File: src/evict_pkg.sv
`default_nettype none

package evict_pkg;

	// address and line geometry.
	localparam int unsigned ADDR_BITS   = 32;
	localparam int unsigned LINE_BITS   = 256;
	localparam int unsigned OFFSET_BITS = 5; // 32 bytes per line.

	// backing store, indexed by the bits just above the offset.
	localparam int unsigned STORE_LINES      = 64;
	localparam int unsigned STORE_INDEX_BITS = $clog2(STORE_LINES);

	// wait cycles inside the store before resp.
	localparam int unsigned MEM_LATENCY = 3;
	localparam int unsigned LAT_BITS    = $clog2(MEM_LATENCY);
	localparam logic [LAT_BITS-1:0] LAT_LAST = LAT_BITS'(MEM_LATENCY - 1);

	// configuration data and counter width.
	localparam int unsigned CNT_BITS = 16;
	localparam logic [CNT_BITS-1:0] HOLD_DEFAULT = 16'd2;

	typedef enum logic [1:0] {
		CFG_HOLD   = 2'd0,
		CFG_HITS   = 2'd1,
		CFG_DRAINS = 2'd2
	} cfg_sel_e;

	typedef enum logic [1:0] {
		BUF_EMPTY = 2'd0,
		BUF_HELD  = 2'd1,
		BUF_DRAIN = 2'd2 // held line going out to memory.
	} buf_state_e;

	typedef enum logic [1:0] {
		ST_IDLE = 2'd0,
		ST_WAIT = 2'd1,
		ST_RESP = 2'd2,
		ST_REST = 2'd3
	} store_state_e;

endpackage : evict_pkg

`default_nettype wire

File: src/eviction_write_buffer.sv
`timescale 1ns/100ps
`default_nettype none

module eviction_write_buffer
(
	input  wire                                  clk,
	input  wire                                  rst_n,

	// L2 side.
	input  wire [evict_pkg::ADDR_BITS-1:0]       address,
	input  wire                                  read,
	input  wire                                  write,
	input  wire [evict_pkg::LINE_BITS-1:0]       wdata,
	output logic [evict_pkg::LINE_BITS-1:0]      rdata,
	output logic                                 resp,

	// configuration and statistics.
	input  wire [evict_pkg::CNT_BITS-1:0]        hold_time,
	output logic                                 hit_pulse,
	output logic                                 drain_pulse,

	// memory side.
	output logic [evict_pkg::ADDR_BITS-1:0]      pmem_address,
	output logic                                 pmem_read,
	output logic                                 pmem_write,
	output logic [evict_pkg::LINE_BITS-1:0]      pmem_wdata,
	input  wire [evict_pkg::LINE_BITS-1:0]       pmem_rdata,
	input  wire                                  pmem_resp
);

	evict_pkg::buf_state_e state;
	evict_pkg::buf_state_e next_state;

	logic [evict_pkg::ADDR_BITS-1:0] held_addr;
	logic [evict_pkg::LINE_BITS-1:0] held_data;
	logic [evict_pkg::CNT_BITS-1:0]  idle_cnt;
	logic                            line_match;

	// same line when everything above the byte offset agrees.
	assign line_match = (address[evict_pkg::ADDR_BITS-1:evict_pkg::OFFSET_BITS] ==
		held_addr[evict_pkg::ADDR_BITS-1:evict_pkg::OFFSET_BITS]);

	always_comb
	begin : state_actions
		rdata        = pmem_rdata;
		resp         = 1'b0;
		hit_pulse    = 1'b0;
		drain_pulse  = 1'b0;
		pmem_address = address;
		pmem_wdata   = held_data;
		pmem_read    = 1'b0;
		pmem_write   = 1'b0;

		case (state)
			evict_pkg::BUF_EMPTY:
			begin
				if (write)
					resp = 1'b1; // line is captured at this edge.
				else if (read)
				begin
					pmem_read = 1'b1;
					resp      = pmem_resp;
				end
			end

			evict_pkg::BUF_HELD:
			begin
				if (read && line_match)
				begin
					rdata     = held_data;
					resp      = 1'b1;
					hit_pulse = 1'b1;
				end
				else if (read)
				begin
					pmem_read = 1'b1;
					resp      = pmem_resp;
				end
			end

			evict_pkg::BUF_DRAIN:
			begin
				pmem_write   = 1'b1;
				pmem_address = held_addr;
				drain_pulse  = pmem_resp;
				// other reads and any new write wait for the drain.
				if (read && line_match)
				begin
					rdata     = held_data;
					resp      = 1'b1;
					hit_pulse = 1'b1;
				end
			end

			default:;
		endcase
	end

	always_comb
	begin : next_state_logic
		next_state = state;

		case (state)
			evict_pkg::BUF_EMPTY:
			begin
				if (write)
					next_state = evict_pkg::BUF_HELD;
			end

			evict_pkg::BUF_HELD:
			begin
				if (write)
					next_state = evict_pkg::BUF_DRAIN;
				else if (!read && idle_cnt >= hold_time)
					next_state = evict_pkg::BUF_DRAIN;
			end

			evict_pkg::BUF_DRAIN:
			begin
				if (pmem_resp)
					next_state = evict_pkg::BUF_EMPTY;
			end

			default: next_state = evict_pkg::BUF_EMPTY;
		endcase
	end

	always_ff @(posedge clk)
	begin : state_regs
		if (!rst_n)
		begin
			state    <= evict_pkg::BUF_EMPTY;
			idle_cnt <= '0;
		end
		else
		begin
			state <= next_state;
			if (state != evict_pkg::BUF_HELD || read || write)
				idle_cnt <= '0;
			else
				idle_cnt <= idle_cnt + 1'b1; // quiet cycle.
		end
	end

	// load only on an accepted write.
	always_ff @(posedge clk)
	begin : line_capture
		if (state == evict_pkg::BUF_EMPTY && write)
		begin
			held_addr <= address;
			held_data <= wdata;
		end
	end

	a_l2_one_request : assert property (@(posedge clk) disable iff (!rst_n)
		!(read && write))
		else $error("L2 raised read and write together");

	a_pmem_one_request : assert property (@(posedge clk) disable iff (!rst_n)
		!(pmem_read && pmem_write))
		else $error("pmem read and write raised together");

	// a drain holds its address until memory answers.
	a_drain_only : assert property (@(posedge clk) disable iff (!rst_n)
		pmem_write |-> ((state == evict_pkg::BUF_DRAIN) and
		(!pmem_resp |=> (pmem_write && $stable(pmem_address)))))
		else $error("pmem write outside a held drain");

endmodule : eviction_write_buffer

`default_nettype wire

File: config.mk
export PLATFORM = sky130hd
export DESIGN_NAME = eviction_write_buffer
export DESIGN_NICKNAME = d
export VERILOG_FILES = /design/src/evict_pkg.sv /design/src/eviction_write_buffer.sv
export SDC_FILE = /design/constraint.sdc
export NUM_CORES = 1
export LEC_CHECK = 0
export ABC_AREA = 1
export BUFFER_PORTS_ARGS = -buffer_cell sky130_fd_sc_hd__buf_2
export CAP_MARGIN = 40
export CORE_AREA = 4 4 432 434
export DETAILED_ROUTE_END_ITERATION = 16
export DIE_AREA = 0 0 436 438
export HOLD_SLACK_MARGIN = 0.03
export PLACE_DENSITY = 0.3
export SYNTH_ARGS = -nofsm -noshare
export SYNTH_HDL_FRONTEND = slang
export SYNTH_SLANG_ARGS = --single-unit
File: constraint.sdc
create_clock -name clk -period 9.32 [get_ports clk]
set_clock_uncertainty 0.2 [all_clocks]
set_input_delay 0 -clock clk [delete_from_list [all_inputs] [get_ports clk]]
set_output_delay 0 -clock clk [all_outputs]
set_load 0.005 [all_outputs]
**After elaboration in Yosys (flattened, before gate mapping)**

Index checks and enable logic that the tools add are counted.

- Reductions and logical operators: 10
- Bitwise logic cells: 1
- Order comparisons: 1
- Multiplexer cells: 20
- $add $sub $neg: 1
- Equal/unequal tests: 7

Operators by type and width:

| operator | number |
|---|---|
| 2-to-1 mux 256 bit | 2 |
| 2-to-1 mux 32 bit | 1 |
| equality test 27 bit | 1 |
| adder 16 x 1 -> 16 bit, second input constant | 1 |
| greater-or-equal comparator 16 bit | 1 |
| 2-to-1 mux 1 bit | 10 |
| 2-to-1 mux 2 bit | 4 |
| case mux 2 bit (3 select lines) | 1 |
| inequality test 2 bit, second input constant | 2 |
| OR reduction 2 bit | 2 |
| logical AND 1 bit | 3 |
| inequality test 3 bit, second input constant | 1 |
| case mux 1 bit (3 select lines) | 1 |
| AND reduction 3 bit | 1 |
| equality test 2 x 1 -> 1 bit, second input constant | 1 |
| equality test 2 bit, second input constant | 1 |
| zero test 2 bit | 1 |
| logical OR 1 bit | 2 |
| inequality test 2 x 1 -> 1 bit, second input constant | 1 |
| case mux 1 bit (2 select lines) | 1 |
| zero test 1 bit | 1 |
| NOT 1 bit | 1 |

- Output and inout port bits: 549
- Bits in registers: 306
- Input port bits: 565

**Longest topological paths before layout**

Gate-level depths: netlist (run 1).

- Depth in word-level cells: 5
- Depth in mapped cells: 16
- Depth with buffers taken out: 16

**Worst setup path after synthesis (run 1)**

OpenSTA, ideal clock, no wires.

- Path kind: reg-to-output
- From: register state[0]
- To: output port resp
- Arrival: 7072 ps
- Setup slack: 2048 ps
- Stages on the path, launching flop included: 7
- Cells stage by stage: dfxtp_1 inv_1 ha_1 nand2_1 inv_1 a22oi_1 a21oi_1

- Longest elaborated chain between the ends: 2
- Elaborated cells between the ends (all ways): 4
- Those cells by class: eq/ne: 2; mux: 1; reduce/logical: 1

Ends and longest elaborated chain:

| what | RTL line | RTL |
|---|---|---|
| start: declaration | eviction_write_buffer.sv:31 | `evict_pkg::buf_state_e state;` |
| start signal: assignment | eviction_write_buffer.sv:132 | `state <= evict_pkg::BUF_EMPTY;` |
| start signal: assignment | eviction_write_buffer.sv:137 | `state <= next_state;` |
| equality test 2 bit, or another cell as far along | eviction_write_buffer.sv:54 | `case (state)` |
| case mux 1 bit (3 select lines) * | eviction_write_buffer.sv:54 |  |
| end: declaration | eviction_write_buffer.sv:15 | `output logic resp,` |

Mark *: on every way between the ends. The rest lies on a longest branch, timed or not.

**Final worst setup path (run 1)**

- From: register held_addr[8] (netlist name)
- To: output port rdata[212] (netlist name)

- Longest elaborated chain between the ends: 4

Ends and longest elaborated chain:

| what | RTL line | RTL |
|---|---|---|
| start: declaration | eviction_write_buffer.sv:34 | `logic [evict_pkg::ADDR_BITS-1:0] held_addr;` |
| start signal: assignment | eviction_write_buffer.sv:150 | `held_addr <= address;` |
| equality test 27 bit | eviction_write_buffer.sv:40 | `assign line_match = (address[evict_pkg::ADDR_BITS-1:evict_pkg::OFFSET_BITS] ==` |
| logical AND 1 bit | eviction_write_buffer.sv:68, eviction_write_buffer.sv:87 |  |
| 2-to-1 mux 256 bit | eviction_write_buffer.sv:68, eviction_write_buffer.sv:87 |  |
| 2-to-1 mux 256 bit | -- |  |
| end: declaration | eviction_write_buffer.sv:14 | `output logic [evict_pkg::LINE_BITS-1:0] rdata,` |

No other way between the ends.

==> results of run 1 <==
-- sequential cells by signal (all words and copies together), names as in the netlist --
signal / cells
pmem_wdata: 256
held_addr: 32
idle_cnt: 16
state: 2
-- metrics by stage --
stage               std cells  setup slack [ns]  utilization  total power [mW]
floorplan                1463             2.048            -             2.535
detailed placement       4911             5.373       0.1221             3.586
CTS                      5581             4.591       0.1631             5.965
finish                   5620             4.731       0.1636             5.737
global route             5596             4.373       0.1633             6.062
global placement         4908             5.307       0.1216             3.592
-- report_power, final --
part | internal [mW] | switching, mW
sequential | 1.93 | 0.363
clock | 1.22 | 0.804
combinational | 0.589 | 0.834
total | 3.74 | 2.00
-- Yosys cell counts, drive strengths merged --
cell	count
buf	52
o21ai	12
nand4	7
ha	21
nand3b	1
nor2	25
nand3	8
or2	1
a21oi	24
xor2	12
nor4	1
a31oi	1
nor3	6
a22oi	1
clkbuf	11
dfxtp	18
inv	47
edfxtp	288
xnor2	15
o22ai	1
nand2	910
clkinv	1
-- per-layer routing --
layer / up-vias / part of all wire / GRT usage
met5: - / 0.0012 / 0
met4: 30 / 0.043 / 0.05478
met3: 261 / 0.082 / 0.04672
met2: 830 / 0.47 / 0.2308
met1: 8217 / 0.40 / 0.1641
li1: 8164 / - / -
-- cells by family (layout without fill, tap and decap cells) --
kind of cell	Yosys count	in the layout	share of synthesized area
AO/OA/AOI/OAI	39	39	0.01431
buffers and inverters	111	1844	0.04499
flip-flops	306	306	0.6441
other	0	39	0
AND/OR/NAND/NOR	959	959	0.2609
XOR/XNOR	27	27	0.01691
adder cells (fa/ha/maj)	21	21	0.01879
-- worst min-delay path by stage --
stage,slack (ns),to,cells after the start,startpoint
after floorplan,-0.12,drain_pulse,2,pmem_resp
after CTS,0.04,pmem_wdata[99],2,wdata[99]
after global placement,-0.02,pmem_wdata[30],1,wdata[30]
final,0.06,rdata[201],4,pmem_rdata[201]
after detailed placement,-0.02,pmem_wdata[214],1,wdata[214]
after global routing,0.07,pmem_wdata[7],2,wdata[7]
-- layout make-up --
cell class | count | area, um^2
Antenna cell | 39 | 97.59
Clock buffer | 59 | 1348
Clock inverter | 32 | 346.6
Fill cell | 20930 | 152800
Inverter | 48 | 195.2
Multi-Input combinational cell | 1046 | 4358
Sequential cell | 306 | 9009
Tap cell | 2385 | 2984
Timing Repair Buffer | 1705 | 11550
-- worst reg2reg max path: cells and delay by family (launching register included) --
family	cells	cell delay (ns)
buffers and inverters	7	2.80
DFF	1	0.35
AOI/OAI and AO/OA	1	0.31
and+or+nand+nor	3	0.21
adders and majority gates	1	0.14
==> reports/metrics.cfg, run 1 <==
[critical_path]
startpoint_type = flip-flop
path_buf_inv = 3
crit_slowest_cell = inv_8
critPathTopFamily = simple AND/OR/NAND/NOR gates
crit_top_cell = nand2_1
crit_end = rdata[212]
cp-end-kind = primary output
critPathKind = reg -> out
r2r_start = state[0]
worstPathMaxFanout = 101
path_depth = 11
crit_start = held_addr[8]
r2r_slack_ns = 5.26
cp_cell_sequence = xnor2_1 -> nand2_1 -> nor2_1 -> nand3_1 -> nor2_1 -> nand4_4 -> inv_8 -> buf_12 -> nand2_1 -> nand2_1 -> buf_2
cpPeakStageDelay_ns = 0.60
cp.required_ns = 9.12
r2r_cells = 12
r2r_end = state[0]
arrival_ns = 4.39

[placed_design]
place_area_mm2 = 0.02230
dp_hpwl_mm = 117.5
port_buffers = 1113
gp_congestion = 0.9315

[clocking]
clk_latency_ns = 0.65
cts_tree = done
cts_hold_buf = 579
clockBufferDepth = 3
path_clk_slew_ns = 0.06
cts_setup_buffers = 0
cts_resized = 0
cts-root-buf = clkbuf_16
htree_levels = 2
clock_sinks = 306
numCtsBuffers = 50

[grt]
grt_start_max_net_pins = 135
grt.total_usage = 0.1387
antenna_found_initial = 144
grt_pass1_wl_mm = 175.3
grt_pass1_vias = 17440
grt_remaining_overflow = 0

[cells_and_area]
final_common_cell = buf_2
stdcell_area_mm2 = 0.02989
area_growth_pct = 113.7
nNetsFinal = 3743
layout_common_cells = buf_2 (1113), nand2_1 (910), dlygate4sd3_1 (579), edfxtp_1 (288), clkbuf_16 (52)
drive_gt1_frac = 0.3773

[die]
die_w_um = 436
io_pins = 1114
initial_core_util = 0.07656
coreArea_mm2 = 0.1827
die_h_um = 438
row_count = 157
die_area_mm2 = 0.1910

[sta]
period_share = 0.4924
fin_tns_setup_ns = 0
hold_ws_ns = 0.06266
slew_headroom = 0.4454
tightest_slew_ns = 0.8320
setup_viol = 0
fmax_mhz = 217.9
post-route-min-period_ns = 4.589
drv_slew = 0
rsz0062_at_grt = no
hold_viol = 0

[routing]
viasPerCell = 3.114
vias = 17500
drcViolationCount = 0
drt-initial-drc-count = 1036
ant_nets = 0
wl_per_cell_um = 24.73
dr.pass1.iters = 5
wl_mm = 139.0

[worst_hold_path]
worstHoldPathType = in -> out

[synth]
syn_area_mm2 = 0.01399
syn_avg_cell_area_um2 = 9.561
yosysUniqueCellTypes = 26
synth_cells = 1463
synth_top_area_share = 0.6183
ys_top_cells_by_area = edfxtp_1 (62%), nand2_1 (24%), dfxtp_1 (2.6%)
synth_fp_nets = 2049
yosysTopAreaCell = edfxtp_1
yosys_warnings = 0
ys_seq_elements = 306
seq_area_frac_synth = 0.6441

[job]
max_cap_violations = 0

[run_status]
status = finished, final reports clean

[power]
ir_drop_mv = 0.1239
leakage_nw = 13.66
p_per_area_mw_per_mm2 = 191.9

No activity file was read; power rests on OpenSTA's default activity.
==> inputs of run 2 (changes only) <==
==> constraint.sdc (replaced) <==
create_clock -name clk -period 4.27 [get_ports clk]
set_clock_uncertainty 0.2 [all_clocks]
set_input_delay 0 -clock clk [delete_from_list [all_inputs] [get_ports clk]]
set_output_delay 0 -clock clk [all_outputs]
set_load 0.005 [all_outputs]
==> reports/metrics.cfg, run 2 (synthesis gave the netlist of run 1 again) <==
[run_status]
status = finished, final reports clean  ; unchanged

[routing]
vias = 17650  ; was 17.50k
viasPerCell = 3.142  ; was 3.114
drt-initial-drc-count = 1056  ; was 1036
dr.pass1.iters = 5  ; unchanged
wl_mm = 141.7  ; was 139.0 mm
wl_per_cell_um = 25.21  ; was 24.73 um
drcViolationCount = 0  ; unchanged
ant_nets = 0  ; unchanged

[critical_path]
cp.required_ns = 4.07  ; was 9.12 ns
critPathTopFamily = simple AND/OR/NAND/NOR gates  ; unchanged
r2r_slack_ns = 0.81  ; was 5.26 ns
crit_slowest_cell = edfxtp_1  ; was inv_8
r2r_end = state[0]  ; unchanged
startpoint_type = flip-flop  ; unchanged
cp-end-kind = primary output  ; unchanged
cpPeakStageDelay_ns = 0.40  ; was 0.60 ns
arrival_ns = 3.91  ; was 4.39 ns
worstPathMaxFanout = 94  ; was 101
crit_top_cell = nand2_1  ; unchanged
path_depth = 11  ; unchanged
path_buf_inv = 3  ; unchanged
critPathKind = reg -> out  ; unchanged
r2r_start = state[0]  ; unchanged
cp_cell_sequence = xnor2_1 -> nand2_1 -> nor2_1 -> nand3_1 -> nor2_4 -> nand4_4 -> buf_12 -> buf_12 -> nand2_1 -> nand2_1 -> buf_2  ; was xnor2_1 -> nand2_1 -> nor2_1 -> nand3_1 -> nor2_1 -> nand4_4 -> inv_8 -> buf_12 -> nand2_1 -> nand2_1 -> buf_2
r2r_cells = 12  ; unchanged

[placed_design]
dp_hpwl_mm = 120.3  ; was 117.5 mm
port_buffers = 1113  ; unchanged
gp_congestion = 0.9158  ; was 0.9315

[cells_and_area]
area_growth_pct = 113.1  ; was 113.7%
final_common_cell = buf_2  ; unchanged
nNetsFinal = 3744  ; was 3743
largest_register_ff_count = 256  ; unchanged
n_fill_cell = 20920  ; was 20.93k
layout_common_cells = buf_2 (1113), nand2_1 (909), dlygate4sd3_1 (566), edfxtp_1 (288), clkbuf_16 (50)  ; was buf_2 (1113), nand2_1 (910), dlygate4sd3_1 (579), edfxtp_1 (288), clkbuf_16 (52)
drive_gt1_frac = 0.3825  ; was 0.3773
seq_area_mm2 = 0.009011  ; was 0.009009 mm^2
multi_input_area_mm2 = 0.004380  ; was 0.004358 mm^2
final_util = 0.1632  ; was 0.1636

[die]
row_count = 157  ; unchanged
coreArea_mm2 = 0.1827  ; unchanged
die_w_um = 436  ; unchanged
initial_core_util = 0.07656  ; unchanged
io_pins = 1114  ; unchanged
die_area_mm2 = 0.1910  ; unchanged
die_h_um = 438  ; unchanged

[sta]
post-route-min-period_ns = 4.109
setup_viol = 0  ; unchanged
slew_headroom = 0.4644  ; was 0.4454
rsz0062_at_grt = no  ; unchanged
hold_ws_ns = 0.02783  ; was 0.06266 ns
fmax_mhz = 243.3
tightest_slew_ns = 0.8034  ; was 0.8320 ns
period_share = 0.9624
hold_viol = 0  ; unchanged
drv_slew = 0  ; unchanged

[grt]
grt.total_usage = 0.1408  ; was 0.1387
grt_pass1_wl_mm = 177.5  ; was 175.3 mm
antenna_found_initial = 97  ; was 144
grt_remaining_overflow = 0  ; unchanged
grt_start_max_net_pins = 95  ; was 135
grt_pass1_vias = 17660  ; was 17.44k

[clocking]
cts_tree = done  ; unchanged
cts-root-buf = clkbuf_16  ; unchanged
clk_latency_ns = 0.64  ; was 0.65 ns
numCtsBuffers = 50  ; unchanged
htree_levels = 2  ; unchanged
cts_setup_buffers = 0  ; unchanged
clock_sinks = 306  ; unchanged
path_clk_slew_ns = 0.06  ; about the same
clockBufferDepth = 3  ; unchanged

[worst_hold_path]
worstHoldPathType = in -> reg  ; was in -> out
hold_end = pmem_wdata[99]  ; was rdata[201]
holdPathStages = 2  ; was 4
hold_path.startpoint = wdata[99]  ; was pmem_rdata[201]

[job]
max_cap_violations = 0  ; unchanged

[power]
p_per_area_mw_per_mm2 = 410.3  ; was 191.9 mW/mm^2
leakage_nw = 13.61  ; was 13.66 nW
ir_drop_mv = 0.2705  ; was 0.1239 mV

## run 2: cell count changes in the layout (fill, tap and decap cells not counted), moves of 3 or more
cell,previous run,this run
buf_16,3,0
clkbuf_1,5,9
dlygate4sd3_1,579,566
bufinv_16,7,3
clkinv_4,0,4
buf_12,2,11
buf_4,8,16
inv_6,4,0
## run 2: timing repair
item / CTS / global route
endpoints found under the setup margin: 65 / 6
hold endpoints to repair: 312 / 3
gates resized for setup: 1 / 1
hold buffers: 563 / 3
## run 2: final cells by class
class	instances	area share
clock inverters	32	0.009696
well taps	2385	0.1001
multi-input cells	1046	0.1469
flip-flops and latches	306	0.3023
repair buffers	1706	0.3883
clock buffers	59	0.04311
inverters	48	0.006422
diodes	37	0.003106
## run 2: worst max path at each step
stage / start / end / slack [ns]
2_1_floorplan: state[0] / held_addr[0] / -1.25
5_1_grt: held_addr[8] / rdata[7] / 0.03
3_3_place_gp: held_addr[8] / rdata[7] / 0.57
6_report: held_addr[8] / rdata[194] / 0.16
3_5_place_dp: held_addr[8] / rdata[7] / 0.60
4_1_cts: held_addr[8] / rdata[7] / 0.02
## run 2: routing by layer
metal	routed length, um	up-vias	track usage	share of wire
li1	-	8160	-	-
met4	3498	28	0.03742	0.025
met3	9070	190	0.03801	0.064
met1	58840	8562	0.1723	0.42
met2	70060	714	0.2432	0.49
met5	181	-	0	0.0013
## run 2: through the flow
step	power, mW	TNS (ns)	std cells	instance area, um^2	setup slack (ns)
after floorplan	5.476	-359.89	1463	14010	-1.246
after global placement	7.889	0	4925	22470	0.5748
after detailed placement	7.840	0	4925	22470	0.5974
after CTS	12.64	0	5579	29680	0.01823
after global routing	12.87	0	5607	29780	0.03148
final	12.23	0	5619	29810	0.1606
## run 2: where the power goes
group	switching (mW)	internal (mW)	total, mW
Clock	1.75	2.34	4.09
Sequential	0.757	4.20	4.95
Combinational	1.86	1.33	3.19
Total	4.36	7.87	12.2
