File: config.mk
export PLATFORM = sky130hd
export DESIGN_NAME = evict_cfg_regs
export DESIGN_NICKNAME = d
export VERILOG_FILES = /design/src/evict_pkg.sv /design/src/evict_cfg_regs.sv
export SDC_FILE = /design/constraint.sdc
export NUM_CORES = 1
export LEC_CHECK = 0
export ABC_AREA = 1
export BUFFER_PORTS_ARGS = -buffer_cell sky130_fd_sc_hd__buf_2
export CAP_MARGIN = 40
export CORE_MARGIN = 2
export CORE_UTILIZATION = 55
export DETAILED_ROUTE_END_ITERATION = 10
export PLACE_DENSITY = 0.87
export REMOVE_ABC_BUFFERS = 1
export SETUP_SLACK_MARGIN = 0.4
export SLEW_MARGIN = 20
export SYNTH_ARGS = -nofsm -noshare
export SYNTH_HDL_FRONTEND = slang
export SYNTH_SLANG_ARGS = --single-unit
File: constraint.sdc
create_clock -name clk -period 1.9 [get_ports clk]
set_input_delay 0.38 -clock clk [delete_from_list [all_inputs] [get_ports clk]]
set_output_delay 0.38 -clock clk [all_outputs]
set_load 0.02 [all_outputs]
File: src/evict_pkg.sv
`default_nettype none

package evict_pkg;

	// address and line geometry.
	localparam int unsigned ADDR_BITS   = 32;
	localparam int unsigned LINE_BITS   = 256;
	localparam int unsigned OFFSET_BITS = 5; // 32 bytes per line.

	// backing store, indexed by the bits just above the offset.
	localparam int unsigned STORE_LINES      = 64;
	localparam int unsigned STORE_INDEX_BITS = $clog2(STORE_LINES);

	// wait cycles inside the store before resp.
	localparam int unsigned MEM_LATENCY = 3;
	localparam int unsigned LAT_BITS    = $clog2(MEM_LATENCY);
	localparam logic [LAT_BITS-1:0] LAT_LAST = LAT_BITS'(MEM_LATENCY - 1);

	// configuration data and counter width.
	localparam int unsigned CNT_BITS = 16;
	localparam logic [CNT_BITS-1:0] HOLD_DEFAULT = 16'd2;

	typedef enum logic [1:0] {
		CFG_HOLD   = 2'd0,
		CFG_HITS   = 2'd1,
		CFG_DRAINS = 2'd2
	} cfg_sel_e;

	typedef enum logic [1:0] {
		BUF_EMPTY = 2'd0,
		BUF_HELD  = 2'd1,
		BUF_DRAIN = 2'd2 // held line going out to memory.
	} buf_state_e;

	typedef enum logic [1:0] {
		ST_IDLE = 2'd0,
		ST_WAIT = 2'd1,
		ST_RESP = 2'd2,
		ST_REST = 2'd3
	} store_state_e;

endpackage : evict_pkg

`default_nettype wire

File: src/evict_cfg_regs.sv
`timescale 1ns/100ps
`default_nettype none

module evict_cfg_regs
(
	input  wire                                 clk,
	input  wire                                 rst_n,

	input  wire evict_pkg::cfg_sel_e            cfg_sel,
	input  wire                                 cfg_write,
	input  wire [evict_pkg::CNT_BITS-1:0]       cfg_wdata,
	output logic [evict_pkg::CNT_BITS-1:0]      cfg_rdata,

	input  wire                                 hit_pulse,
	input  wire                                 drain_pulse,
	output logic [evict_pkg::CNT_BITS-1:0]      hold_time
);

	logic [evict_pkg::CNT_BITS-1:0] hold_q;
	logic [evict_pkg::CNT_BITS-1:0] hits_q;
	logic [evict_pkg::CNT_BITS-1:0] drains_q;

	assign hold_time = hold_q;

	always_ff @(posedge clk)
	begin : reg_update
		if (!rst_n)
		begin
			hold_q   <= evict_pkg::HOLD_DEFAULT;
			hits_q   <= '0;
			drains_q <= '0;
		end
		else
		begin
			if (cfg_write && cfg_sel == evict_pkg::CFG_HOLD)
				hold_q <= cfg_wdata;

			// a clear wins over a pulse in the same cycle.
			if (cfg_write && cfg_sel == evict_pkg::CFG_HITS)
				hits_q <= '0;
			else if (hit_pulse && !(&hits_q))
				hits_q <= hits_q + 1'b1;

			if (cfg_write && cfg_sel == evict_pkg::CFG_DRAINS)
				drains_q <= '0;
			else if (drain_pulse && !(&drains_q))
				drains_q <= drains_q + 1'b1; // sticks at all ones.
		end
	end

	always_comb
	begin : reg_read
		case (cfg_sel)
			evict_pkg::CFG_HOLD:   cfg_rdata = hold_q;
			evict_pkg::CFG_HITS:   cfg_rdata = hits_q;
			evict_pkg::CFG_DRAINS: cfg_rdata = drains_q;
			default:               cfg_rdata = '0;
		endcase
	end

	// full counters stay full until software clears them.
	a_hits_saturate : assert property (@(posedge clk) disable iff (!rst_n)
		(&hits_q && !(cfg_write && cfg_sel == evict_pkg::CFG_HITS)) |=> &hits_q)
		else $error("hit counter wrapped");

	a_drains_saturate : assert property (@(posedge clk) disable iff (!rst_n)
		(&drains_q && !(cfg_write && cfg_sel == evict_pkg::CFG_DRAINS)) |=> &drains_q)
		else $error("drain counter wrapped");

endmodule : evict_cfg_regs

`default_nettype wire

; ---- Yosys cells after proc, flatten, opt, wreduce, memory -nomap -nowiden
; Index checks and enable logic that the tools add are counted.
[op_classes]
n_reduce_logical = 12
add_sub_neg = 2
eq_ne = 2
n_mux = 1
bitwise_logic = 1
[ops]
columns = op, count
row1 = $pmux 16 s3, 1
row2 = $add 16x1->16 const B, 2
row3 = $reduce_and 16->1, 2
row4 = $logic_and 1x1->1, 5
row5 = $reduce_or 2->1, 2
row6 = $eq 2x1->1 const B, 1
row7 = $eq 2x2->1 const B, 1
row8 = $logic_not 1->1, 2
row9 = $logic_not 2->1, 1
row10 = $not 1->1, 1
[totals]
reg_bits = 48
output_inout_bits = 32
in_bits = 23
elab_cells = 21

; ---- Longest topological paths before layout
; Gate-level depths: netlist (run 1).
[logic_depth]
word_depth = 3
ltp_mapped = 11
depth_no_buf = 10

; ---- Worst setup path before layout (run 1)
; OpenSTA, ideal clock, no wires.
[synth_timing]
kind = input port to output port
from = input cfg_sel[0]
to = output cfg_rdata[10] (netlist name)
cell_stages = 5
setup_slack_ns = 0.071
path_buffers = 3
required_time_ns = 1.520
t_arrival_ns = 1.449
path_cell_list = buf_2 -> or2_1 -> buf_2 -> buf_2 -> o221ai_1
[synth_via]
elab_chain_len = 2
word_cells_on_any_way = 4
classes_between = 2 x eq/ne / 1 x mux / 1 x reduce/logical
[synth_lines]
columns = item, line
row1 = "start, declared", evict_cfg_regs.sv:9  ; input wire evict_pkg::cfg_sel_e cfg_sel,
row2 = "$eq 2x2->1, or another cell as far along", evict_cfg_regs.sv:53  ; case (cfg_sel)
row3 = $pmux 16 s3 *, evict_cfg_regs.sv:53
row4 = "end, declared", evict_cfg_regs.sv:12  ; output logic [evict_pkg::CNT_BITS-1:0] cfg_rdata,
; Every way passes the cells marked *; elsewhere a longest branch is shown, timed or not.

; ---- Worst setup path after layout (run 1)
[layout_timing]
from = input cfg_sel[0]
to = output cfg_rdata[12] (netlist name)
; Same word-level chain as after synthesis.

==> impl_metrics.yaml, run 1 <==
yosys:
  synth_top_area_share_pct: 34.78
  async_flop_share_pct: 0
  yosysMostFrequentCell: "nand2_1"
  synth_top_area_cell: "dfxtp_1"
  synth.distinct_cells: 28
  yosysWarnings: 0
  yosys-top-cells-count: "nand2_1, nor2_1, dfxtp_1"
  syn_area_sq_mm: 0.002763
  synthTopCellsByArea: "dfxtp_1, nand2_1, nor2_1"
  synth_cells: 429
  synthFlopType: "dfxtp_1"
  syn_area_per_cell_sq_um: 6.440
  ys_seq_elements: 48
  synth_edf_count: 0
  yosysSeqAreaShare_pct: 34.78
detailed_routing:
  num_vias: 3356
  wirelength_um: 9052
  drt_iter0_drc: 435
  dr.pass1.iters: 5
  via_per_inst: 5.867
  antenna_left: 0
  wl_per_cell_um: 15.83
  drc: 0
worst_setup_path:
  path_cells: "buf_12, or2_4, buf_6, o211ai_1, buf_4"
  reg2reg_slack_ps: 390
  r2r-start: "hits_q[5]$_SDFFE_PP0P_"
  cp_slowest_cell: "or2_4"
  worstPathArrival_ps: 1290
  critPathBufInv: 3
  rr_worst_depth: 6
  reg2reg_to: "hits_q[14]$_SDFFE_PP0P_"
  path_max_fanout: 5
  worstSetupPathType: "primary input to primary output"
  worst_ep_required_time_ps: 1520
  path_delay_family: "buffers and inverters"
  end_kind: "primary output"
  startpoint_type: "primary input"
  critPathMaxStageDelay_ps: 270
pwr:
  p_sw_share_pct: 26.61
  comb_power_share_pct: 14.3
  seqPwrFrac_pct: 52.6
  power.density_mw_per_mm2: 539.9
  netSwitchingPower_mw: 0.5325
  ir_drop_v: 0.0003371
  leakagePower_nw: 1.402
  clkPwrFrac_pct: 33.0
  internal_power_mw: 1.468
floorplanning:
  ios: 55
  start_util_pct: 57.73
  die_w_um: 74.88
  rows: 25
  fp.dieArea_sq_mm: 0.005606
  coreArea_sq_mm: 0.004786
  die-height_um: 74.88
layout:
  area_growth_pct: 34.15
  nets: 530
  antenna-diode-count: 0
  stdcell_count: 572
  stdcell_area_sq_mm: 0.003706
  fill_cells: 319
  drive_above_1_share_pct: 31.88
status:
  status: "complete, no violations"
place:
  routabilityCongestion: 0.9538
  dp_hpwl_um: 5522
  io_buffer_count: 54
  dp_cells: 547
  place_area_sq_mm: 0.003112
cts:
  cts_root_buf: "clkbuf_8"
  cts_buffer_depth: 2
  h-tree-depth: 2
  cts_hold_buf: 0
  cts_made_buffers: 5
  insertion_delay_ps: 310
  cts_tree: "yes"
  clock-sinks: 48
  path_clk_slew_ps: 80
grt:
  grt_pass1_wl_um: 12880
  grt_pass1_vias: 2802
  grt_max_degree: 19
  gr-total-overflow: 0
  track_usage_pct: 29.92
  grt_antenna_before_repair: 0
run:
  drv_cap: 0
timing:
  rsz0062_at_grt: "true"
  fin_crit_ps: 1671
  setup_violations: 0
  post-route-period-util_pct: 87.96
  maxSlewHeadroom_pct: 80.01
  whs_ps: 274.6
  finalSetupTns_ps: 0
  slew_viol_final: 0
  fin_worst_skew_ps: 10.19
  fmax_ghz: 0.5984
  tightest_slew_ps: 299.8
  hold_violations: 0
worst_hold_path:
  hp-class: "primary input to flip-flop"
  worstHoldStart: "cfg_wdata[1]"
  hold_depth: 3
  hold_end: "hold_time[1]$_SDFFE_PN1P_"
layout make-up:
| class | count | area, sq um | share of cell area, % |
|---|---|---|---|
| flip-flops and latches | 48 | 989.7 | 26.70 |
| inverters | 48 | 185.2 | 4.997 |
| repair buffers | 79 | 565.5 | 15.26 |
| well taps | 67 | 83.83 | 2.262 |
| multi-input cells | 323 | 1785 | 48.18 |
| clock buffers | 7 | 96.34 | 2.600 |
worst min-delay path, cell delays in order:
cell and delay [ps]:
buf_2 70, nand2_1 40, nand3_1 50
kinds of logic (layout without fill, tap and decap cells):
group	count (synthesis)	in the layout	share of synthesized area (%)
AO/OA/AOI/OAI	65	65	14.95
XOR/XNOR	3	3	0.9513
adder cells (fa/ha/maj)	2	2	0.9057
buffers and inverters	60	134	9.148
flip-flops	48	48	34.78
AND/OR/NAND/NOR	251	253	39.27
power by group through the flow:
stage | Combinational, mW | Sequential [mW] | Clock, mW
3_3_place_gp | 0.213 | 1.07 | 0
5_1_grt | 0.308 | 1.06 | 0.701
4_1_cts | 0.257 | 1.05 | 0.665
2_1_floorplan | 0.101 | 1.09 | 0
3_5_place_dp | 0.219 | 1.08 | 0
6_report | 0.287 | 1.05 | 0.661
how the worst max path moves through the flow:
stage	startpoint	end	slack (ps)	depth (start not counted)
after detailed placement	cfg_sel[1]	cfg_rdata[10]	140	6
after global placement	cfg_sel[1]	cfg_rdata[6]	190	6
after CTS	cfg_sel[1]	cfg_rdata[2]	270	6
final	cfg_sel[0]	cfg_rdata[12]	230	5
after floorplan	cfg_sel[1]	cfg_rdata[0]	300	3
after global routing	cfg_sel[1]	cfg_rdata[12]	190	7
metal layers:
| metal | vias to the layer above | track usage (%) | routed length, um |
|---|---|---|---|
| li1 | 1545 | - | - |
| met1 | 1527 | 36.71 | 3493 |
| met2 | 223 | 53.02 | 4418 |
| met3 | 61 | 5.622 | 693 |
| met4 | 0 | 9.127 | 446 |
| met5 | - | 0 | 0 |
registers in the layout (all words and copies together), names as in the netlist:
signal / count
drains_q: 16
hits_q: 16
hold_time: 16
cells in the final DEF (no fill, tap or decap), drive strengths merged:
cell type,instances
a21oi,28
and2,3
buf,79
clkbuf,7
dfxtp,48
ha,2
inv,48
nand2,127
nand3,32
nand4,10
nor2,78
nor3,2
o211ai,5
o21ai,20
o221ai,12
or2,1
xor2,3
timing repair:
item | CTS | global route
gates resized for setup | 50 | 48
setup endpoints to repair | 43 | 48
pin swaps | 6 | 13
gates cloned | 1 | 2
buffers inserted | 6 | 9
metrics by stage:
stage               total power [mW]  setup WS, ps  util, %
floorplan                      1.193         301.8        -
global placement               1.288         186.6    65.02
detailed placement             1.294         142.7    65.02
CTS                            1.975         268.4    72.08
global route                   2.064         193.5    77.44
finish                         2.001         228.9    77.44
Power figures use the tool's default switching activity.
==> inputs of run 2 (changes only) <==
==> constraint.sdc (replaced) <==
create_clock -name clk -period 1.9 [get_ports clk]
set_input_delay 0.285 -clock clk [delete_from_list [all_inputs] [get_ports clk]]
set_output_delay 0.285 -clock clk [all_outputs]
set_load 0.02 [all_outputs]
==> impl_metrics.yaml, run 2 (synthesis gave the netlist of run 1 again) <==
timing:
  rsz0062_at_grt: "true"
  fin_crit_ps: 1502
  post-route-period-util_pct: 79.06
  fmax_ghz: 0.6657
  whs_ps: 184.7
  slew_viol_final: 0
  fin_worst_skew_ps: 4.549
  maxSlewHeadroom_pct: 69.24
  worst_slack_ps: 397.9
  tightest_slew_ps: 461.0
  hold_violations: 0
  finalSetupTns_ps: 0
  setup_violations: 0
layout:
  fill_cells: 402
  drive_above_1_share_pct: 27.85
  antenna-diode-count: 0
  layout_common_cells: "nand2_1, nor2_1, buf_2"
  utilization_pct: 71.53
  nets: 516
  area_growth_pct: 23.91
  final_common_cell: "nand2_1"
  stdcell_area_sq_mm: 0.003423
detailed_routing:
  wl_per_cell_um: 14.18
  antenna_left: 0
  via_per_inst: 5.669
  num_vias: 3169
  dr.pass1.iters: 6
  drt_iter0_drc: 464
  drc: 0
  wirelength_um: 7926
cts:
  cts_buffer_depth: 2
  insertion_delay_ps: 300
  cts_root_buf: "clkbuf_8"
  path_clk_slew_ps: 80
  cts_tree: "yes"
  cts_hold_buf: 0
  cts_made_buffers: 5
  h-tree-depth: 2
  clock-sinks: 48
worst_hold_path:
  hold_end: "hold_time[1]$_SDFFE_PN1P_"
  hold_depth: 3
  worstHoldStart: "cfg_wdata[1]"
  hp-class: "primary input to flip-flop"
floorplanning:
  coreArea_sq_mm: 0.004786
  fp.dieArea_sq_mm: 0.005606
  ios: 55
  start_util_pct: 57.73
  rows: 25
  die-height_um: 74.88
  die_w_um: 74.88
grt:
  grt_pass1_vias: 2639
  track_usage_pct: 28.28
  grt_pass1_wl_um: 12140
  grt_max_degree: 19
  gr-total-overflow: 0
  grt_antenna_before_repair: 0
worst_setup_path:
  reg2reg_slack_ps: 460
  worst_ep_required_time_ps: 1620
  r2r-start: "hits_q[0]$_SDFFE_PP0P_"
  rr_worst_depth: 7
  startpoint_type: "primary input"
  worstPathArrival_ps: 1220
  reg2reg_to: "hits_q[13]$_SDFFE_PP0P_"
  worstSetupPathType: "primary input to primary output"
  end_kind: "primary output"
  path_max_fanout: 17
place:
  routabilityCongestion: 0.8977
  place_area_sq_mm: 0.003067
  io_buffer_count: 54
  dp_hpwl_um: 5655
  pre_cts_slack_ps: 131.7
run:
  drv_cap: 0
pwr:
  power.density_mw_per_mm2: 561.7
  leakagePower_nw: 1.296
  ir_drop_v: 0.0003656
status:
  status: "complete, no violations"
==> run 2: cell count changes in the layout (fill, tap and decap cells not counted), moves of 2 or more <==
cell | before | now
buf_2 | 36 | 47
buf_4 | 32 | 16
buf_6 | 8 | 0
clkbuf_1 | 0 | 2
dfxtp_1 | 31 | 27
dfxtp_2 | 14 | 17
o221ai_1 | 0 | 12
o221ai_2 | 9 | 0
o221ai_4 | 3 | 0
==> run 2: worst max path at each step <==
stage	to	slack [ps]	start	cells past startpoint
floorplan	hits_q[12]$_SDFFE_PP0P_	420	cfg_sel[1]	4
global placement	cfg_rdata[10]	210	cfg_sel[1]	5
detailed placement	cfg_rdata[10]	130	cfg_sel[1]	5
CTS	cfg_rdata[10]	380	hits_q[10]$_SDFFE_PP0P_	3
global route	cfg_rdata[2]	360	cfg_sel[1]	5
finish	cfg_rdata[10]	400	cfg_sel[1]	5
==> run 2: per-stage QoR <==
step,total power [mW],instances
after floorplan,1.193,417
after CTS,1.915,550
after global routing,1.999,559
after detailed placement,1.286,541
final,1.923,559
after global placement,1.280,541
==> run 2: timing repair <==
action	CTS	global route
pin swaps	2	7
setup endpoints to repair	45	45
cloned	0	2
resized for setup	14	47
buffers inserted	1	7
==> run 2: final cells by class <==
| class | instances | area (sq um) | area share, % |
|---|---|---|---|
| timing repair buffer | 65 | 395.4 | 11.55 |
| clock buffer | 8 | 90.09 | 2.632 |
| tap | 67 | 83.83 | 2.449 |
| inverter | 48 | 180.2 | 5.263 |
| sequential | 48 | 997.2 | 29.13 |
| multi-input combinational | 323 | 1677 | 48.98 |
==> run 2: report_power, final <==
group / total (mW) / internal (mW) / switching [mW]
Combinational: 0.240 / 0.0890 / 0.151
Sequential: 1.05 / 1.03 / 0.0235
Clock: 0.631 / 0.297 / 0.334
Total: 1.92 / 1.41 / 0.509
==> run 2: layer usage <==
layer / GRT usage (%) / share of wire, % / up-vias
li1: - / - / 1519
met1: 37.71 / 40 / 1431
met2: 47.17 / 47 / 184
met3: 4.284 / 9.4 / 35
met4: 8.929 / 3.0 / 0
met5: 0 / 0 / -
==> run 2: critical path, stage by stage <==
cell,delay (ps)
buf_2,130
inv_2,70
or2_4,330
o221ai_1,210
buf_4,190
==> inputs of run 3 (changes only) <==
- clock period: 1.9 -> 1.4 ns (I/O delays scaled with it)
==> impl_metrics.yaml, run 3 <==
grt:
  grt_max_degree: 19
status:
  tool.error: "[ERROR DPL-0038] Utilization greater than 100%, impossible to legalize"
  stop_stage: "global routing (5_1_grt)"
  status: "stopped before the end"
yosys:
  synthFlopType: "dfxtp_1"
  syn_area_per_cell_sq_um: 6.440
  synth_cells: 429
  syn_area_sq_mm: 0.002763
  synth_top_area_cell: "dfxtp_1"
  synthTopCellsByArea: "dfxtp_1, nand2_1, nor2_1"
  yosysWarnings: 0
  yosysSeqAreaShare_pct: 34.78
  synth_top_area_share_pct: 34.78
  yosys-top-cells-count: "nand2_1, nor2_1, dfxtp_1"
  ys_seq_elements: 48
  synth_edf_count: 0
  synth.distinct_cells: 28
  yosysMostFrequentCell: "nand2_1"
  async_flop_share_pct: 0
timing:
  worstEpCategory: "register input"
  crit_endpoint: "hits_q[5]$_SDFFE_PP0P_/D"
cts:
  cts_hold_buf: 0
  cts_buffer_depth: 2
  cts_made_buffers: 5
  cts_root_buf: "clkbuf_8"
  h-tree-depth: 2
  clock-sinks: 48
floorplanning:
  ios: 55
  start_util_pct: 57.73
  rows: 25
  die_w_um: 74.88
  die-height_um: 74.88
place:
  dp_hpwl_um: 6122
  io_buffer_count: 54
  routabilityCongestion: 0.9423
## run 3: timing repair
item	in CTS
cloned	2
resized for setup	227
pin swaps	41
buffers inserted	22
endpoints found under the setup margin	64
endpoints found under the hold margin	0
## run 3: logic make-up after synthesis
| logic type | count (synthesis) | share of synthesized area, % |
|---|---|---|
| buffers and inverters | 60 | 9.148 |
| AND/OR/NAND/NOR | 251 | 39.27 |
| adder cells (fa/ha/maj) | 2 | 0.9057 |
| XOR/XNOR | 3 | 0.9513 |
| AO/OA/AOI/OAI | 65 | 14.95 |
| flip-flops | 48 | 34.78 |
## run 3: through the flow
| step | hold slack [ps] | std cells | setup WS, ps | TNS, ps | area, sq um |
|---|---|---|---|---|---|
| floorplan | 294.1 | 417 | -13.43 | -26.06 | 2690 |
| detailed placement | 425.5 | 590 | -113.5 | -661.5 | 3460 |
| CTS | 100.5 | 622 | -27.65 | -71.15 | 4398 |
| global placement | 409.5 | 590 | -12.50 | -31.61 | 3460 |
==> inputs of run 4 (changes only) <==
- CORE_UTILIZATION: 55 -> 40
- PLACE_DENSITY: 0.87 -> not set
- PLACE_DENSITY_LB_ADDON: not set -> 0.15
- SETUP_SLACK_MARGIN: 0.4 -> not set
==> impl_metrics.yaml, run 4 (synthesis gave the netlist of run 1 again) <==
layout:
  stdcell_count: 633
  antenna-diode-count: 0
  layout_common_cells: "nand2_1, buf_4, nor2_1"
  area_growth_pct: 55.43
  final_common_cell: "nand2_1"
  stdcell_area_sq_mm: 0.004294
  nets: 577
  drive_above_1_share_pct: 45.39
timing:
  fmax_ghz: 0.7012
  tightest_slew_ps: 254.6
  setup_violations: 1
  rsz0062_at_grt: "true"
  finalSetupTns_ps: -26.09
  maxSlewHeadroom_pct: 82.97
  slew_viol_final: 0
  post-route-period-util_pct: 101.9
  fin_crit_ps: 1426
  fin_worst_skew_ps: 9.983
  worst_slack_ps: -26.09
  hold_violations: 0
pwr:
  internal_power_mw: 2.466
  comb_power_share_pct: 13.0
  netSwitchingPower_mw: 0.7742
  p_sw_share_pct: 23.90
  seqPwrFrac_pct: 43.9
  clkPwrFrac_pct: 43.2
  ir_drop_v: 0.0005581
  power.density_mw_per_mm2: 754.5
  leakagePower_nw: 1.750
floorplanning:
  die-height_um: 87.11
  fp.dieArea_sq_mm: 0.007587
  coreArea_sq_mm: 0.006756
  die_w_um: 87.11
  start_util_pct: 40.89
  ios: 55
  rows: 30
cts:
  cts_hold_buf: 0
  path_clk_slew_ps: 100
  cts_root_buf: "clkbuf_8"
  h-tree-depth: 2
  cts_tree: "yes"
  insertion_delay_ps: 310
  cts_made_buffers: 5
  clock-sinks: 48
  cts_buffer_depth: 2
detailed_routing:
  dr.pass1.iters: 4
  dr_wl_met3_um: 548
  num_vias: 3279
  top_layer: "met4"
  drt_iter0_drc: 197
  wl_per_cell_um: 14.45
  antenna_left: 0
  via_per_inst: 5.180
  drc: 0
  met2_length_um: 4367
  wl_met1_um: 4089
  wirelength_um: 9146
grt:
  gr-total-overflow: 0
  grt_pass1_wl_um: 14000
  grt_max_degree: 18
  grt_antenna_before_repair: 0
  track_usage_pct: 23.27
  grt_pass1_vias: 2965
place:
  dp_hpwl_um: 6426
  place_area_sq_mm: 0.003503
  dp_cells: 605
  io_buffer_count: 54
  routabilityCongestion: 0.8813
worst_setup_path:
  cp_common_cell: "buf_6"
  critPathMaxStageDelay_ps: 370
  worstSetupPathType: "flip-flop to primary output"
  end_kind: "primary output"
  worst_ep_required_time_ps: 1190
  path_max_fanout: 2
  startpoint_type: "flip-flop"
  critPathBufInv: 4
  worstPathArrival_ps: 1220
  path_cells: "buf_6, inv_4, buf_6, o221ai_2, buf_4"
  cp_slowest_cell: "dfxtp_2"
  path_delay_family: "buffers and inverters"
worst_hold_path:
  hp-class: "primary input to flip-flop"
status:
  status: "finished with violations"
  violations: "negative setup slack"
run:
  drv_cap: 0
## run 4: per-layer routing
layer / vias up / global-route usage (%)
met5: - / 0
met4: 0 / 5.594
met3: 13 / 4.834
met2: 92 / 38.38
met1: 1526 / 31.24
li1: 1648 / -
## run 4: area by class of cell
class | instances | area (sq um)
fillers | 593 | 2462
multi-input cells | 323 | 1848
flip-flops and latches | 48 | 1007
repair buffers | 126 | 987.2
inverters | 48 | 192.7
well taps | 80 | 100.1
clock inverters | 3 | 90.09
clock buffers | 5 | 68.82
## run 4: repair_timing
| item | CTS | global route |
|---|---|---|
| endpoints found under the hold margin | 0 | 0 |
| endpoints found under the setup margin | 29 | 48 |
| buffers inserted | 6 | 15 |
| resized for setup | 45 | 110 |
| gates cloned | 0 | 3 |
| pin swaps | 13 | 34 |
## run 4: worst reg2reg max path, stage by stage (launching register included)
cell     delay [ps]
dfxtp_4         370
ha_4            140
inv_2            50
nor2_4          180
buf_4           150
nand4_4         150
nand2_1         110
nand2_1          60
a21oi_1         110
## run 4: path summary, 6_finish.rpt
path	start	endpoint	cells past startpoint	slack, ps
setup / recovery	drains_q[0]$_SDFFE_PP0P_	cfg_rdata[0]	5	-30
hold / removal	cfg_wdata[1]	hold_time[1]$_SDFFE_PN1P_	3	100
setup reg to reg	hits_q[1]$_SDFFE_PP0P_	hits_q[10]$_SDFFE_PP0P_	8	20
hold reg to reg	drains_q[3]$_SDFFE_PP0P_	drains_q[3]$_SDFFE_PP0P_	2	480
## run 4: power by group through the flow
stage | clock network [mW] | logic, mW | registers, mW
finish | 1.40 | 0.420 | 1.42
global route | 1.46 | 0.458 | 1.43
CTS | 1.41 | 0.377 | 1.42
detailed placement | 0 | 0.355 | 1.45
global placement | 0 | 0.349 | 1.45
floorplan | 0 | 0.137 | 1.48
## run 4: through the flow
stage	hold WS [ps]	worst slack, ps	utilization [%]	power [mW]
after floorplan	294.1	-13.43	-	1.620
after global placement	407.8	14.23	51.85	1.800
after detailed placement	420.0	-72.86	51.85	1.807
after CTS	102.9	-25.15	56.72	3.209
after global routing	117.3	-64.96	63.56	3.347
final	103.3	-26.09	63.56	3.240
